## src/cache_defines.svh

```systemverilog
`ifndef CACHE_DEFINES_SVH
`define CACHE_DEFINES_SVH

// address split: tag | index | byte offset
`define CACHE_TAG_W     20
`define CACHE_INDEX_W   8
`define CACHE_OFFSET_W  4

// line and set geometry
`define CACHE_WORDS     4
`define CACHE_WAYS      2

// victim lfsr start value, must be nonzero
`define CACHE_LFSR_SEED 8'h01

`endif

```

## src/cache_pkg.sv

```systemverilog
`default_nettype none
`include "cache_defines.svh"

package cache_pkg;

    typedef enum logic {
        op_read  = 1'b0,
        op_write = 1'b1
    } cache_op_e;

    // cpu request, also the lookup stage holding register
    typedef struct packed {
        cache_op_e                  op;
        logic [`CACHE_TAG_W-1:0]    tag;
        logic [`CACHE_INDEX_W-1:0]  index;
        logic [`CACHE_OFFSET_W-1:0] offset;
        logic [3:0]                 wstrb;
        logic [31:0]                wdata;
    } cache_req_t;

    typedef struct packed {
        cache_op_e   op;
        logic [31:0] rdata;
    } cache_resp_t;

    typedef logic [`CACHE_WORDS-1:0][31:0] line_t;

    // line aligned read address
    typedef logic [31:0] mem_rd_req_t;

    // one refill beat
    typedef struct packed {
        logic [31:0] data;
        logic        last;
    } mem_ret_t;

    typedef struct packed {
        logic [31:0] addr;
        line_t       line;
    } mem_wr_req_t;

    typedef struct packed {
        logic [`CACHE_TAG_W-1:0] tag;
        logic                    valid;
        logic                    dirty;
    } meta_t;

    typedef enum logic [2:0] {
        ms_idle,
        ms_writeback,
        ms_read_req,
        ms_refill,
        ms_install
    } miss_state_e;

    // byte lanes of new_w replace old_w where strb is set
    function automatic logic [31:0] merge_word(
        input logic [31:0] old_w,
        input logic [31:0] new_w,
        input logic [3:0]  strb
    );
        logic [31:0] res;
        res = old_w;
        for (int k = 0; k < 4; k++) begin
            if (strb[k]) begin
                res[k*8 +: 8] = new_w[k*8 +: 8];
            end
        end
        return res;
    endfunction

endpackage

`default_nettype wire

```

## src/cache_miss_unit.sv

```systemverilog
`timescale 1ns/1ps
`default_nettype none
`include "cache_defines.svh"

module cache_miss_unit
    import cache_pkg::*;
(
    input  wire logic                      clk,
    input  wire logic                      resetn,
    input  wire logic                      miss_start,
    input  wire cache_req_t                miss_req,
    input  wire meta_t [`CACHE_WAYS-1:0]   miss_meta,
    input  wire line_t [`CACHE_WAYS-1:0]   miss_line,
    output logic                           miss_done,
    output logic [31:0]                    miss_word,
    output logic                           rd_valid,
    output mem_rd_req_t                    rd_req,
    input  wire logic                      rd_ready,
    input  wire logic                      ret_valid,
    input  wire mem_ret_t                  ret,
    output logic                           wr_valid,
    output mem_wr_req_t                    wr_req,
    input  wire logic                      wr_ready,
    output logic                           inst_data_en,
    output logic                           inst_way,
    output logic [`CACHE_INDEX_W-1:0]      inst_index,
    output line_t                          inst_line,
    output logic [`CACHE_WAYS-1:0]         inst_meta_en,
    output meta_t                          inst_meta
);

    miss_state_e                      state;
    logic [7:0]                       lfsr;
    cache_req_t                       req_q;
    logic                             vic_way;
    logic [$clog2(`CACHE_WORDS)-1:0]  beat_cnt;
    logic [$clog2(`CACHE_WORDS)-1:0]  word_sel;
    line_t                            fill;
    line_t                            fill_merged;

    assign word_sel = req_q.offset[`CACHE_OFFSET_W-1:2];

    // fold a pending store into the refilled line
    always_comb begin
        fill_merged = fill;
        if (req_q.op == op_write) begin
            fill_merged[word_sel] = merge_word(fill[word_sel], req_q.wdata, req_q.wstrb);
        end
    end

    assign rd_valid = (state == ms_read_req);
    assign rd_req   = {req_q.tag, req_q.index, {`CACHE_OFFSET_W{1'b0}}};
    assign wr_valid = (state == ms_writeback);

    assign inst_data_en = (state == ms_install);
    assign inst_way     = vic_way;
    assign inst_index   = req_q.index;
    assign inst_line    = fill_merged;
    assign inst_meta_en = {`CACHE_WAYS{inst_data_en}} & {vic_way, !vic_way};
    assign inst_meta    = meta_t'{tag: req_q.tag, valid: 1'b1, dirty: req_q.op == op_write};

    always_ff @(posedge clk) begin
        if (!resetn) begin
            state     <= ms_idle;
            lfsr      <= `CACHE_LFSR_SEED;
            beat_cnt  <= '0;
            miss_done <= 1'b0;
        end else begin
            miss_done <= 1'b0;
            case (state)
                ms_idle: begin
                    // victim is whatever way lfsr bit 0 points at
                    if (miss_start) begin
                        if (miss_meta[lfsr[0]].valid && miss_meta[lfsr[0]].dirty) begin
                            state <= ms_writeback;
                        end else begin
                            state <= ms_read_req;
                        end
                    end
                end
                ms_writeback: begin
                    if (wr_ready) begin
                        state <= ms_read_req;
                    end
                end
                ms_read_req: begin
                    if (rd_ready) begin
                        state    <= ms_refill;
                        beat_cnt <= '0;
                    end
                end
                ms_refill: begin
                    if (ret_valid) begin
                        beat_cnt <= beat_cnt + 1'b1;
                        if (ret.last) begin
                            state <= ms_install;
                        end
                    end
                end
                ms_install: begin
                    state     <= ms_idle;
                    miss_done <= 1'b1;
                    lfsr      <= {lfsr[6:0], lfsr[7] ^ lfsr[5] ^ lfsr[4] ^ lfsr[3]};
                end
                default: state <= ms_idle;
            endcase
        end
    end

    always_ff @(posedge clk) begin
        if (state == ms_idle && miss_start) begin
            req_q       <= miss_req;
            vic_way     <= lfsr[0];
            wr_req.addr <= {miss_meta[lfsr[0]].tag, miss_req.index, {`CACHE_OFFSET_W{1'b0}}};
            wr_req.line <= miss_line[lfsr[0]];
        end
        if (state == ms_refill && ret_valid) begin
            fill[beat_cnt] <= ret.data;
        end
        if (state == ms_install) begin
            miss_word <= fill_merged[word_sel];
        end
    end

    wr_hold: assert property (@(posedge clk) disable iff (!resetn)
        wr_valid && !wr_ready |=> wr_valid && $stable(wr_req));

    rd_hold: assert property (@(posedge clk) disable iff (!resetn)
        rd_valid && !rd_ready |=> rd_valid && $stable(rd_req));

    // beats only after an accepted read request
    ret_in_refill: assert property (@(posedge clk) disable iff (!resetn)
        ret_valid |-> state == ms_refill);

endmodule

`default_nettype wire

```

## config.mk

```make
export PLATFORM = sky130hd
export DESIGN_NAME = cache_miss_unit
export DESIGN_NICKNAME = d
export VERILOG_FILES = /design/src/cache_pkg.sv /design/src/cache_miss_unit.sv
export VERILOG_INCLUDE_DIRS = /design/src
export SDC_FILE = /design/constraint.sdc
export NUM_CORES = 1
export LEC_CHECK = 0
export ABC_AREA = 1
export BUFFER_PORTS_ARGS = -buffer_cell sky130_fd_sc_hd__buf_2
export CORE_AREA = 10 10 303 305
export DETAILED_ROUTE_END_ITERATION = 16
export DIE_AREA = 0 0 313 315
export GPL_TIMING_DRIVEN = 0
export PLACE_DENSITY = 0.43
export SYNTH_ARGS = -nofsm -noshare
export SYNTH_HDL_FRONTEND = slang
export SYNTH_SLANG_ARGS = --single-unit
```

## constraint.sdc

```tcl
create_clock -name clk -period 36.3 [get_ports clk]
set_input_delay 3.63 -clock clk [delete_from_list [all_inputs] [get_ports clk]]
set_output_delay 3.63 -clock clk [all_outputs]
set_load 0.02 [all_outputs]
```

# Word-level counts from Yosys, hierarchy flattened
# Index checks and enable logic that the tools add are counted.
# word_totals
reg_bits	400
out_inout_bits	389
# classes
reduce_logical	10
eq_ne	9
add_sub_neg	1
n_lt_le_gt_ge	5
mux	34
bitwise_logic	4
# ops
operator	n
128-bit two-way mux	3
128-bit bitwise mux	2
32-bit binary-select mux with 2-bit select	2
32-bit demux with 2-bit select	2
32-bit two-way mux	4
8-bit two-way mux	8
22-bit two-way mux	2
3-bit two-way mux	5
3-bit case mux with 4 select lines	1
3-bit by 2-bit equality test with 1-bit output (second input constant)	2
2-bit by 3-bit less-than comparator with 1-bit output (second input constant)	2
2-bit two-way mux	3
2-bit != test (second input constant)	3
1-bit logical AND	5
5-bit AND reduction	1
2-bit by 1-bit greater-or-equal comparator with 1-bit output (second input constant)	2
2-bit by 1-bit != test with 1-bit output (second input constant)	2
2-bit case mux with 2 select lines	1
3-bit by 1-bit equality test with 1-bit output (second input constant)	1
3-bit equality test (second input constant)	1
3-bit logical NOT	1
3-bit AND reduction	1
1-bit XOR	3
2-bit by 1-bit adder with 2-bit output (second input constant)	1
5 further kinds	5

# Longest topological paths before layout
# logic_depth
depth_word	8
depth_mapped	13
depth_no_buf	11

# Worst setup path before layout
# No wires, ideal clock.
# synth_timing
path_type	input to register
start	input miss_start
end	register req_q (netlist bit inst_index[0]) (enable)
path_slack_ps	17133
setup_ps	1057
cell_stages	2
arrival_ps	18110
t_required_ps	35243
cell_sequence	inv_1 -> nor3_1
# synth_via
elab_chain_cells	1
# synth_rtl
item	line	rtl
start: declaration	cache_miss_unit.sv:10	input wire logic miss_start,
1-bit logical AND	cache_miss_unit.sv:111	if (state == ms_idle && miss_start) begin
end signal: assignment	cache_miss_unit.sv:112	req_q <= miss_req;
end: declaration	cache_miss_unit.sv:34	cache_req_t req_q;
# No other way between the ends.
# A chain may end at the register's enable or synchronous reset.

==> metrics.yaml <==
hold_path:
  hold_class: "register to register"
  min_path_cells: 0
routing:
  via_count: 17800
  firstDrtPassIters: 5
  wl_met3_um: 7150
  wl_met2_um: 52500
  wl_um: 99300
  route.detailed.vias_per_inst: 4.21
  routed.top_layer: "met5"
  drc_errors: 0
  drtAntennaViolNets: 0
  wl_per_cell_um: 23.5
  drt_iter0_markers: 1026
  met1_length_um: 36900
die:
  dieHeight_um: 315
  io_pins: 797
  die_area_mm2: 0.0986
  start_util: 0.229
  dieWidth_um: 313
  core_area_mm2: 0.0859
  fp-row-count: 108
flow_run:
  max_cap_viol_count: 0
yosys:
  synthTopCellsByCount: "878 x nand2_1, 376 x edfxtp_1, 261 x nand3_1"
  ys_warn_count: 0
  syn_avg_cell_area_um2: 9.21
  async_flop_share: 0
  yosys.area.top_type: "edfxtp_1"
  synth-edff-count: 376
  synth-seq-cells: 390
  ys.flop_type: "edfxtp_1"
  yosysMostFrequentCell: "nand2_1"
  synth_area_mm2: 0.0197
  synthDistinctLibCells: 30
  seq_area_frac_synth: 0.587
  synth_top_area_share: 0.573
  syn_inst: 2138
  synth_area_leaders: "edfxtp_1 57%, nand2_1 17%, nand3_1 6.6%"
timing:
  finalCriticalPeriod_ns: 6.74
  relSlewSlack: 0.326
  hold_viol: 0
  clock.fmax_ghz: 0.148
  setup_viol: 0
  tns_ns: 0
  tightestPinTransition_ns: 1.01
  slew_violations: 0
  fin_ws_ns: 29.56
  rsz0062_at_grt: "no"
  period_share: 0.186
  finalClockSkew_ns: 0.0138
worst_setup_path:
  cp_slowest_cell: "clkbuf_1"
  path_class: "register to output port"
  reg2reg_depth: 15
  path_delay_family: "buffers and inverters"
  cp.arrival_ns: 3.11
  cp-start-kind: "register"
  cp_max_fo: 10
  crit_path_end_kind: "output port"
  cp.required_ns: 32.67
  cp_num_cells: 8
  crit_chain: "buf_4 -> nor2_4 -> nand2_1 -> inv_2 -> clkbuf_1 -> nand3_1 -> and2_1 -> buf_2"
  path_buf_inv: 4
  cpPeakStageDelay_ns: 0.75
place:
  finalWeightedCongestion: 0.873
  pre_cts_ws_ns: 29.50
  postPlaceCellArea_mm2: 0.0255
  dpl.hpwl_um: 81200
  port-buffer-count: 785
run_status:
  status: "complete, no violations"
global_routing:
  gr-usage-all-layers: 0.191
  antenna_found_initial: 31
  grt_pass1_vias: 17800
  grt_pass1_wl_um: 135000
  grt_max_degree: 43
  grt_overflow_total: 0
clock_tree:
  clock_latency_ns: 0.61
  cts_hold_buf: 0
  clockBufferDepth: 3
  cts_tree: "built"
  clock_sinks: 390
  htree_levels: 2
  cts-root-buf: "clkbuf_16"
  clkTransAtPathRegs_ns: 0.06
  ctsResizeCount: 0
  postCtsSetupBuffers: 0
  numCtsBuffers: 51
cells_and_area:
  fin_util: 0.316
  fillCellCount: 9321
  final_net_count: 3423
  drive_gt1_frac: 0.378
  syn_to_final_growth_pct: 37.8
  finish.instance_area_mm2: 0.0271
pwr:
  power_uw: 1680
  p_per_area_mw_per_mm2: 61.8
  irDropWorstVdd_uv: 34.7
  power_leakage_uw: 0.0125
[layout make-up]
| type | instances | area (µm²) | share of cell area |
|---|---|---|---|
| Multi-Input combinational cell | 1489 | 6790 | 0.250 |
| Sequential cell | 390 | 11600 | 0.426 |
| Inverter | 95 | 357 | 0.0131 |
| Antenna cell | 12 | 30.0 | 0.00111 |
| Tap cell | 1155 | 1450 | 0.0532 |
| Clock buffer | 61 | 1370 | 0.0503 |
| Buffer | 171 | 1050 | 0.0387 |
| Clock inverter | 32 | 255 | 0.00940 |
| Timing Repair Buffer | 813 | 4290 | 0.158 |
[kinds of logic after synthesis]
family          synth area share
compound gates           0.00533
xor+xnor                 0.00133
fa+ha+maj                0.00254
buf+inv                   0.0713
flops                      0.587
other cells             0.000381
simple gates               0.332
[power breakdown]
part | leakage [µW] | internal, µW | switching [µW]
logic | 0.00811 | 178 | 398
clock network | 0.000800 | 294 | 208
registers | 0.00359 | 582 | 19.0
[flip-flops by register name, indices dropped and copies added, names as in the netlist]
| signal | cells |
|---|---|
| inst_index | 7 |
| wr_req | 149 |
| miss_word | 32 |
| lfsr | 8 |
| req_q | 38 |
| inst_meta | 21 |
| beat_cnt | 2 |
| state | 3 |
| miss_done | 1 |
| inst_way | 1 |
| fill | 128 |
[final timing paths]
kind                    startpoint                  end  slack [ns]
max            req_q[39]$_DFFE_PP_        inst_line[15]       29.56
min           lfsr[0]$_SDFFE_PN1N_   inst_way$_DFFE_PP_        0.43
max reg2reg  state[0]$_SDFFE_PN0P_  req_q[33]$_DFFE_PP_       32.80
min reg2reg   lfsr[0]$_SDFFE_PN1N_   inst_way$_DFFE_PP_        0.43
[worst register-to-register path: stages, from the launching register on]
cell     delay (ns)
dfxtp_1        0.36
inv_1          0.09
nand2_1        0.10
nor3_2         0.49
buf_6          0.24
buf_6          0.15
buf_6          0.16
buf_6          0.18
buf_6          0.17
buf_6          0.18
buf_6          0.18
buf_6          0.18
buf_6          0.18
buf_6          0.17
buf_6          0.18
buf_6          0.18
[placed cells by master, fill, tap and decap left out, types with 6 or more instances in the layout]
cell / Yosys / layout
nor2_1: 20 / 16
clkbuf_1: 57 / 63
or2_2: 114 / 114
conb_1: 2 / 9
diode_2: 0 / 12
o21ai_0: 8 / 8
buf_2: 18 / 803
nand2_1: 878 / 878
nand2_2: 29 / 29
clkinv_1: 1 / 11
inv_1: 90 / 90
edfxtp_1: 376 / 376
dfxtp_1: 14 / 14
a21oi_1: 6 / 6
and2_1: 129 / 129
clkbuf_16: 0 / 53
buf_6: 13 / 35
or2_1: 14 / 14
buf_4: 76 / 77
clkinv_2: 0 / 15
nor2_4: 3 / 7
buf_1: 7 / 7
nand3_1: 261 / 261
[metrics by stage]
step / instances / hold WS (ns)
floorplan: 2145 / 0.406
global placement: 4085 / 0.413
detailed placement: 4113 / 0.423
CTS: 4206 / 0.430
global route: 4209 / 0.459
finish: 4218 / 0.428
[per-layer routing]
metal | vias up | GRT usage
met4 | 26 | 0.0515
li1 | 8666 | -
met5 | - | 0
met2 | 695 | 0.361
met3 | 153 | 0.0507
met1 | 8228 | 0.208
No activity file was read; power rests on OpenSTA's default activity.
