[config.mk]
export PLATFORM = sky130hd
export DESIGN_NAME = cache_lookup
export DESIGN_NICKNAME = d
export VERILOG_FILES = /design/src/cache_pkg.sv /design/src/cache_lookup.sv
export VERILOG_INCLUDE_DIRS = /design/src
export SDC_FILE = /design/constraint.sdc
export NUM_CORES = 1
export LEC_CHECK = 0
export ABC_AREA = 0
export BUFFER_PORTS_ARGS = -buffer_cell sky130_fd_sc_hd__buf_2
export CAP_MARGIN = 0
export CORE_AREA = 5 5 338 340
export CTS_BUF_LIST = sky130_fd_sc_hd__clkbuf_16
export CTS_CLUSTER_DIAMETER = 150
export DETAILED_ROUTE_END_ITERATION = 8
export DIE_AREA = 0 0 343 345
export GPL_TIMING_DRIVEN = 1
export PLACE_DENSITY = 0.34
export SLEW_MARGIN = 20
export SYNTH_ARGS = -nofsm -noshare
export SYNTH_HDL_FRONTEND = slang
export SYNTH_SLANG_ARGS = --single-unit
[constraint.sdc]
create_clock -name clk -period 4.58 [get_ports clk]
set_clock_uncertainty 0.1 [all_clocks]
set_input_delay 0.916 -clock clk [delete_from_list [all_inputs] [get_ports clk]]
set_output_delay 0.916 -clock clk [all_outputs]
set_load 0.03 [all_outputs]
[src/cache_defines.svh]
`ifndef CACHE_DEFINES_SVH
`define CACHE_DEFINES_SVH

// address split: tag | index | byte offset
`define CACHE_TAG_W     20
`define CACHE_INDEX_W   8
`define CACHE_OFFSET_W  4

// line and set geometry
`define CACHE_WORDS     4
`define CACHE_WAYS      2

// victim lfsr start value, must be nonzero
`define CACHE_LFSR_SEED 8'h01

`endif

[src/cache_pkg.sv]
`default_nettype none
`include "cache_defines.svh"

package cache_pkg;

    typedef enum logic {
        op_read  = 1'b0,
        op_write = 1'b1
    } cache_op_e;

    // cpu request, also the lookup stage holding register
    typedef struct packed {
        cache_op_e                  op;
        logic [`CACHE_TAG_W-1:0]    tag;
        logic [`CACHE_INDEX_W-1:0]  index;
        logic [`CACHE_OFFSET_W-1:0] offset;
        logic [3:0]                 wstrb;
        logic [31:0]                wdata;
    } cache_req_t;

    typedef struct packed {
        cache_op_e   op;
        logic [31:0] rdata;
    } cache_resp_t;

    typedef logic [`CACHE_WORDS-1:0][31:0] line_t;

    // line aligned read address
    typedef logic [31:0] mem_rd_req_t;

    // one refill beat
    typedef struct packed {
        logic [31:0] data;
        logic        last;
    } mem_ret_t;

    typedef struct packed {
        logic [31:0] addr;
        line_t       line;
    } mem_wr_req_t;

    typedef struct packed {
        logic [`CACHE_TAG_W-1:0] tag;
        logic                    valid;
        logic                    dirty;
    } meta_t;

    typedef enum logic [2:0] {
        ms_idle,
        ms_writeback,
        ms_read_req,
        ms_refill,
        ms_install
    } miss_state_e;

    // byte lanes of new_w replace old_w where strb is set
    function automatic logic [31:0] merge_word(
        input logic [31:0] old_w,
        input logic [31:0] new_w,
        input logic [3:0]  strb
    );
        logic [31:0] res;
        res = old_w;
        for (int k = 0; k < 4; k++) begin
            if (strb[k]) begin
                res[k*8 +: 8] = new_w[k*8 +: 8];
            end
        end
        return res;
    endfunction

endpackage

`default_nettype wire

[src/cache_lookup.sv]
`timescale 1ns/1ps
`default_nettype none
`include "cache_defines.svh"

module cache_lookup
    import cache_pkg::*;
(
    input  wire logic                          clk,
    input  wire logic                          resetn,
    input  wire logic                          req_valid,
    input  wire cache_req_t                    req,
    output logic                               req_ready,
    output logic                               resp_valid,
    output cache_resp_t                        resp,
    input  wire logic                          resp_ready,
    output logic [`CACHE_INDEX_W-1:0]          arr_rd_index,
    input  wire meta_t [`CACHE_WAYS-1:0]       meta_rd,
    input  wire line_t [`CACHE_WAYS-1:0]       line_rd,
    output logic                               hit_wr_en,
    output logic                               hit_wr_way,
    output logic [`CACHE_INDEX_W-1:0]          hit_wr_index,
    output logic [$clog2(`CACHE_WORDS)-1:0]    hit_wr_bank,
    output logic [3:0]                         hit_wr_strb,
    output logic [31:0]                        hit_wr_word,
    output logic                               miss_start,
    output cache_req_t                         miss_req,
    output meta_t [`CACHE_WAYS-1:0]            miss_meta,
    output line_t [`CACHE_WAYS-1:0]            miss_line,
    input  wire logic                          miss_done,
    input  wire logic [31:0]                   miss_word
);

    logic                             s1_valid;
    cache_req_t                       s1_req;
    logic                             miss_pending;
    logic [`CACHE_WAYS-1:0]           way_hit;
    logic                             s1_hit;
    logic                             s1_way;
    logic [$clog2(`CACHE_WORDS)-1:0]  s1_bank;
    logic [31:0]                      s1_word;
    logic                             s1_go;
    logic                             s1_fire;
    logic                             miss_det;
    logic                             accept;

    // tag compare
    always_comb begin
        for (int w = 0; w < `CACHE_WAYS; w++) begin
            way_hit[w] = meta_rd[w].valid && (meta_rd[w].tag == s1_req.tag);
        end
    end

    assign s1_hit  = |way_hit;
    assign s1_way  = way_hit[1];
    assign s1_bank = s1_req.offset[`CACHE_OFFSET_W-1:2];
    assign s1_word = (s1_req.op == op_write) ?
                     merge_word(line_rd[s1_way][s1_bank], s1_req.wdata, s1_req.wstrb) :
                     line_rd[s1_way][s1_bank];

    // response slot free now or at this edge
    assign s1_go    = !resp_valid || resp_ready;
    assign s1_fire  = s1_valid && s1_hit && !miss_pending && s1_go;
    assign miss_det = s1_valid && !s1_hit && !miss_pending && s1_go;

    assign req_ready = !miss_pending && s1_go && (!s1_valid || s1_hit);
    assign accept    = req_valid && req_ready;

    // when nothing new comes in, keep reading the held set so the
    // lookup sees stores and installs to it
    assign arr_rd_index = accept ? req.index : s1_req.index;

    assign hit_wr_en    = s1_fire && (s1_req.op == op_write);
    assign hit_wr_way   = s1_way;
    assign hit_wr_index = s1_req.index;
    assign hit_wr_bank  = s1_bank;
    assign hit_wr_strb  = s1_req.wstrb;
    assign hit_wr_word  = s1_req.wdata;

    assign miss_req  = s1_req;
    assign miss_meta = meta_rd;
    assign miss_line = line_rd;

    always_ff @(posedge clk) begin
        if (!resetn) begin
            s1_valid     <= 1'b0;
            miss_pending <= 1'b0;
            miss_start   <= 1'b0;
            resp_valid   <= 1'b0;
        end else begin
            miss_start <= miss_det;
            if (accept) begin
                s1_valid <= 1'b1;
            end else if (s1_fire || miss_done) begin
                s1_valid <= 1'b0;
            end
            if (miss_det) begin
                miss_pending <= 1'b1;
            end else if (miss_done) begin
                miss_pending <= 1'b0;
            end
            if (s1_fire || miss_done) begin
                resp_valid <= 1'b1;
            end else if (resp_ready) begin
                resp_valid <= 1'b0;
            end
        end
    end

    always_ff @(posedge clk) begin
        if (accept) begin
            s1_req <= req;
        end
        // a miss only starts with the slot empty, so miss_done never collides
        if (s1_fire) begin
            resp <= cache_resp_t'{op: s1_req.op, rdata: s1_word};
        end else if (miss_done) begin
            resp <= cache_resp_t'{op: s1_req.op, rdata: miss_word};
        end
    end

    resp_hold: assert property (@(posedge clk) disable iff (!resetn)
        resp_valid && !resp_ready |=> resp_valid && $stable(resp));

endmodule

`default_nettype wire

* Word-level counts from Yosys, hierarchy flattened
Cells that the tools add are included.
Storage, ports and cells: register bits after elaboration 106, bits in latches 0, bits in writable memories 0, bits in read-only memories 0, input bits 406, output and inout port bits 461, logic and storage cells 58, memories 0
Cells by class: add/sub/neg operators 0, $mul 0, divide/modulo/power cells 0, $lt $le $gt $ge 2, equal/unequal tests 2, shift operators 0, muxes and demuxes 18, bitwise gates (word level) 0, reduce and logical (&&, ||, !) cells 24
Operator list (number):
- two-way mux 128 bit | 2
- two-way mux 33 bit | 2
- binary-select mux 32 bit (select 2 bit) | 1
- two-way mux 32 bit | 2
- == test 20 bit | 2
- two-way mux 8 bit | 5
- logical AND 1 bit | 12
- nonzero test 2 bit | 4
- two-way mux 1 bit | 6
- logical NOT 1 bit | 4
- logical OR 1 bit | 3
- less-than comparator 2 x 3 -> 1 bit, second input constant | 1
- less-than comparator 1 x 2 -> 1 bit, second input constant | 1
- OR reduction 2 bit | 1

* Longest topological paths before layout
word-level depth 9, depth in mapped cells 10

* Worst setup path before layout
No wires, ideal clock.
path kind input to register, start input meta_rd[41] (netlist name), end register s1_req, in the netlist hit_wr_bank[0] (enable), library setup time 0.423 ns, arrival 4.680 ns, required time 4.057 ns, setup slack -0.623 ns, stages on the path 7, cells stage by stage xor2_1 > or4_1 > nor3b_1 > o2bb2a_1 > a21boi_1 > nand2_1 > inv_1
Between the ends: word-level cells in the longest chain between the ends 6
Ends and longest elaborated chain:
- from (decl) | line cache_lookup.sv:17 | input wire meta_t [`CACHE_WAYS-1:0] meta_rd,
- == test 20 bit | line cache_lookup.sv:49 | way_hit[w] = meta_rd[w].valid && (meta_rd[w].tag == s1_req.tag);
- logical AND 1 bit | line cache_lookup.sv:49
- OR reduction 2 bit | line cache_lookup.sv:53 | assign s1_hit = |way_hit;
- logical OR 1 bit | line cache_lookup.sv:65 | assign req_ready = !miss_pending && s1_go && (!s1_valid || s1_hit);
- logical AND 1 bit | line cache_lookup.sv:65
- net req_ready | line cache_lookup.sv:12 | output logic req_ready,
- logical AND 1 bit | line cache_lookup.sv:66 | assign accept = req_valid && req_ready;
- net accept | line cache_lookup.sv:44 | logic accept;
- to (signal assigned) | line cache_lookup.sv:111 | s1_req <= req;
- to (decl) | line cache_lookup.sv:34 | cache_req_t s1_req;
The timed path passes the listed nets, and every way through them passes these cells. A chain may end at the register's enable or synchronous reset.

* Worst setup path after layout
start input meta_rd[29] (netlist name), end output arr_rd_index[5]
Between the ends: word-level cells in the longest chain between the ends 7
Ends and longest elaborated chain:
- == test 20 bit | line cache_lookup.sv:49
- logical AND 1 bit | line cache_lookup.sv:49
- OR reduction 2 bit | line cache_lookup.sv:53
- logical OR 1 bit | line cache_lookup.sv:65
- logical AND 1 bit | line cache_lookup.sv:65
- logical AND 1 bit | line cache_lookup.sv:66
- two-way mux 8 bit | line cache_lookup.sv:70 | assign arr_rd_index = accept ? req.index : s1_req.index;
- to (decl) | line cache_lookup.sv:16 | output logic [`CACHE_INDEX_W-1:0] arr_rd_index,
No other way between the ends.

==> results.txt <==
----------------------------------------------------
[GRT]
  Pin count of the biggest net entering global routing ... 161
  Number of global-route vias before repair ... 10900
  Initial antenna violation count ... 14
  Wire length of the first global-routing pass ... 103000 um
  Overall overflow remaining after global route ... 0
  Global Route Usage Sum ... 0.130

[Routing]
  Detailed-route wire length per cell ... 25.9 um
  DRC Markers ... 0
  Average via count per standard cell ... 3.31
  Number of nets with antenna violations after routing ... 0
  Iter 0 DRT Violations ... 568
  Routed via count ... 10400
  Wirelength, routed ... 81600 um
  Detailed-routing iteration count for the pre-antenna-repair pass ... 6

[CTS]
  Number of buffers inserted to repair setup after CTS ... 0
  Buffer levels on the longest clock path ... 2
  Clock latency reported for the late side of the worst-skew pair ... 410 ps
  Root Buffer Master ... clkbuf_16
  CTS tree ... done
  H-tree levels ... 3
  Worst-path clk slew ... 100 ps
  Cts hold-fix bufs ... 0
  Count of clock tree sinks ... 106
  Clock buffer count from CTS ... 9

[Timing]
  Highest Clock Rate ... 0.223 GHz
  Final Critical Period ... 4480 ps
  Max-slew violation count ... 0
  Worst max-slew margin expressed relative to the limit ... 0.435
  Unrepaired setup endpoints after global routing ... false
  Total of endpoints with negative setup slack in the final report ... 0
  Slew at the pin with the worst max-slew slack ... 848 ps
  Share of the cycle needed by the critical path after routing ... 0.978
  Number of failing hold endpoints at the final stage ... 0
  Setup TNS ... 0 ps
  Post-Route Hold Slack ... 546 ps

[Floorplanning]
  Die H ... 345 um
  Die X-Extent ... 343 um
  Rows ... 123
  Die Footprint ... 0.118 mm2
  Initial Utilization ... 0.0889
  Standard cell core area ... 0.111 mm2
  Count of pins on the block boundary ... 867

[Power]
  Maximum vdd ir drop ... 0.000199 V
  Total power per unit cell area ... 252 mW/mm2
  Total power consumption of the routed design ... 3570 uW
  Static leakage ... 0.00603 uW

[Synthesis]
  Post-synthesis cell count ... 1115
  Post-Syn Area ... 0.00989 mm2
  Total nets after synthesis ... 1521
  Number of register bits inferred by synthesis ... 106
  Fraction of the yosys area taken by sequential cells ... 0.318
  Number of enable-type register cells in the synthesized netlist ... 102
  Number of warnings issued by yosys ... 0
  Syn avg cell area ... 8.87 um2
  Synth unique cells ... 43
  Synth async-reset ratio ... 0
  Top_reg_cell synth ... edfxtp_1

[Cells and area]
  Fraction of layout cells with a size suffix above 1 ... 0.606
  Number of nets in the layout ... 2040
  Area overhead of the layout relative to synthesis ... 43.1%
  Post-Layout Cell Count ... 3148

[Place]
  Port bufs ... 862
  Placer Congestion ... 0.770
  Sum of net half-perimeters after detailed placement ... 70100 um
  Number of placed cells counting well taps ... 3123

[Critical path]
  Count of buffering cells on the critical path with inverters included ... 4
  Highest cell delay on the worst timing path ... 490 ps
  Sort of element at the end of the critical path ... output pin
  Critical path required time ... 3560 ps
  Crit path DAT ... 3460 ps
  Worst setup SP type ... primary input
  Kind of cell adding the most delay to the critical path ... simple AND/OR/NAND/NOR gates
  Type of the setup path with the least slack ... in2out
  Highest net fanout along the worst path ... 10
  Cell-by-cell trace of the critical path ... buf_2 -> xnor2_2 -> buf_4 -> or4b_1 -> nor4_4 -> o2bb2a_2 -> a21boi_2 -> nand2_1 -> buf_12 -> mux2_2 -> buf_2
  Library cell contributing the largest single delay on the critical path ... or4b_1
  Most prevalent standard cell on the critical path ... buf_2
  R2R Setup Slk ... 540 ps

[Hold path]
  Type of the worst min-delay path ... reg2reg

[Outcome]
  Run status ... completed

[Flow run]
  Reported max-cap violation count ... 0

----------------------------------------------------
-- area by class of cell --
type | count | area, um2
Sequential cell | 106 | 3140
Clock buffer | 9 | 225
Clock inverter | 7 | 61.3
Antenna cell | 9 | 22.5
Timing Repair Buffer | 924 | 4940
Multi-Input combinational cell | 552 | 3720
Tap cell | 1500 | 1880
Inverter | 41 | 160
Fill cell | 13000 | 97100
-- logic make-up (layout without fill, tap and decap cells) --
| family | count (synthesis) | in the layout | share of synthesized area |
|---|---|---|---|
| buffers and inverters | 457 | 981 | 0.309 |
| and+or+nand+nor | 303 | 303 | 0.184 |
| AOI/OAI and AO/OA | 170 | 170 | 0.114 |
| DFF | 106 | 106 | 0.318 |
| xor gates and xnor gates | 40 | 40 | 0.0354 |
| muxes | 39 | 39 | 0.0405 |
| other | 0 | 9 | 0 |
-- repair_timing --
item | CTS | global route
endpoints found under the setup margin | 8 | 0
hold endpoints to repair | 0 | 0
resized for setup | 2 | 0
-- cell usage after synthesis (all sizes together) (3+ instances only) --
cell type	number	share of area
buf	355	0.27
or3	125	0.079
edfxtp	102	0.31
a21oi	66	0.033
clkbuf	61	0.023
inv	41	0.016
nor4	41	0.027
nand4	37	0.023
nor2	35	0.014
or2	33	0.021
a211oi	31	0.024
a311oi	31	0.027
a31oi	31	0.020
mux2i	31	0.031
xor2	28	0.025
xnor2	12	0.011
mux2	8	0.0091
nand2	8	0.0030
nand3	7	0.0035
dfxtp	4	0.0081
or4	4	0.0030
o311ai	3	0.0027
-- routing by layer --
| layer | GRT usage | up-vias | part of all wire |
|---|---|---|---|
| met1 | 0.155 | 5073 | 0.40 |
| met4 | 0.0323 | 2 | 0.024 |
| li1 | - | 4736 | - |
| met2 | 0.236 | 564 | 0.51 |
| met5 | 0 | - | 0.00020 |
| met3 | 0.0274 | 51 | 0.066 |
-- registers in the layout, indices dropped and copies added, names as in the netlist --
name	count
resp	33
hit_wr_word	32
miss_req	23
hit_wr_index	8
hit_wr_strb	4
hit_wr_bank	2
miss_pending	1
miss_start	1
resp_valid	1
s1_valid	1
-- power breakdown --
group          total (uW)  internal [uW]  switching (uW)
Clock                 859            383             476
Sequential           1230           1150            77.0
Combinational        1480            424            1050
-- stage by stage --
step	setup WS (ps)	utilization	area (um2)
2_1_floorplan	116	-	9900
3_3_place_gp	-192	0.124	13800
3_5_place_dp	-163	0.124	13800
4_1_cts	44.2	0.127	14100
5_1_grt	21.0	0.127	14100
6_report	102	0.127	14200
-- layout by cell type, fill, tap and decap left out, drive strengths merged, types with 2 or more instances in the layout --
cell / count
a211oi: 31
a21boi: 2
a21oi: 66
a311oi: 31
a31oi: 31
and3: 2
buf: 924
clkbuf: 9
clkinv: 2
dfxtp: 4
diode: 9
edfxtp: 102
inv: 45
mux2: 8
mux2i: 31
nand2: 8
nand3: 7
nand3b: 2
nand4: 37
nor2: 35
nor2b: 2
nor3: 2
nor3b: 2
nor4: 41
o21a: 2
o311ai: 3
or2: 33
or3: 125
or4: 4
xnor2: 12
xor2: 28
-- worst reg2reg max path: stages, from the launching register on --
cell	delay, ps
edfxtp_1	460
xnor2_2	270
buf_4	190
or4b_1	490
nor4_4	300
buf_4	560
and2_4	340
buf_12	220
buf_12	290
a311oi_1	130
a31oi_1	330
a21oi_1	110
-- final timing paths --
kind                          startpoint                     to  cells after the start
hold reg to reg    s1_valid$_SDFFE_PN0P_  s1_valid$_SDFFE_PN0P_                      3
setup reg to reg  miss_req[53]$_DFFE_PN_     resp[23]$_DFFE_PP_                     11
hold / removal     s1_valid$_SDFFE_PN0P_  s1_valid$_SDFFE_PN0P_                      3
setup / recovery             meta_rd[29]        arr_rd_index[5]                     11
Power figures use the tool's default switching activity.
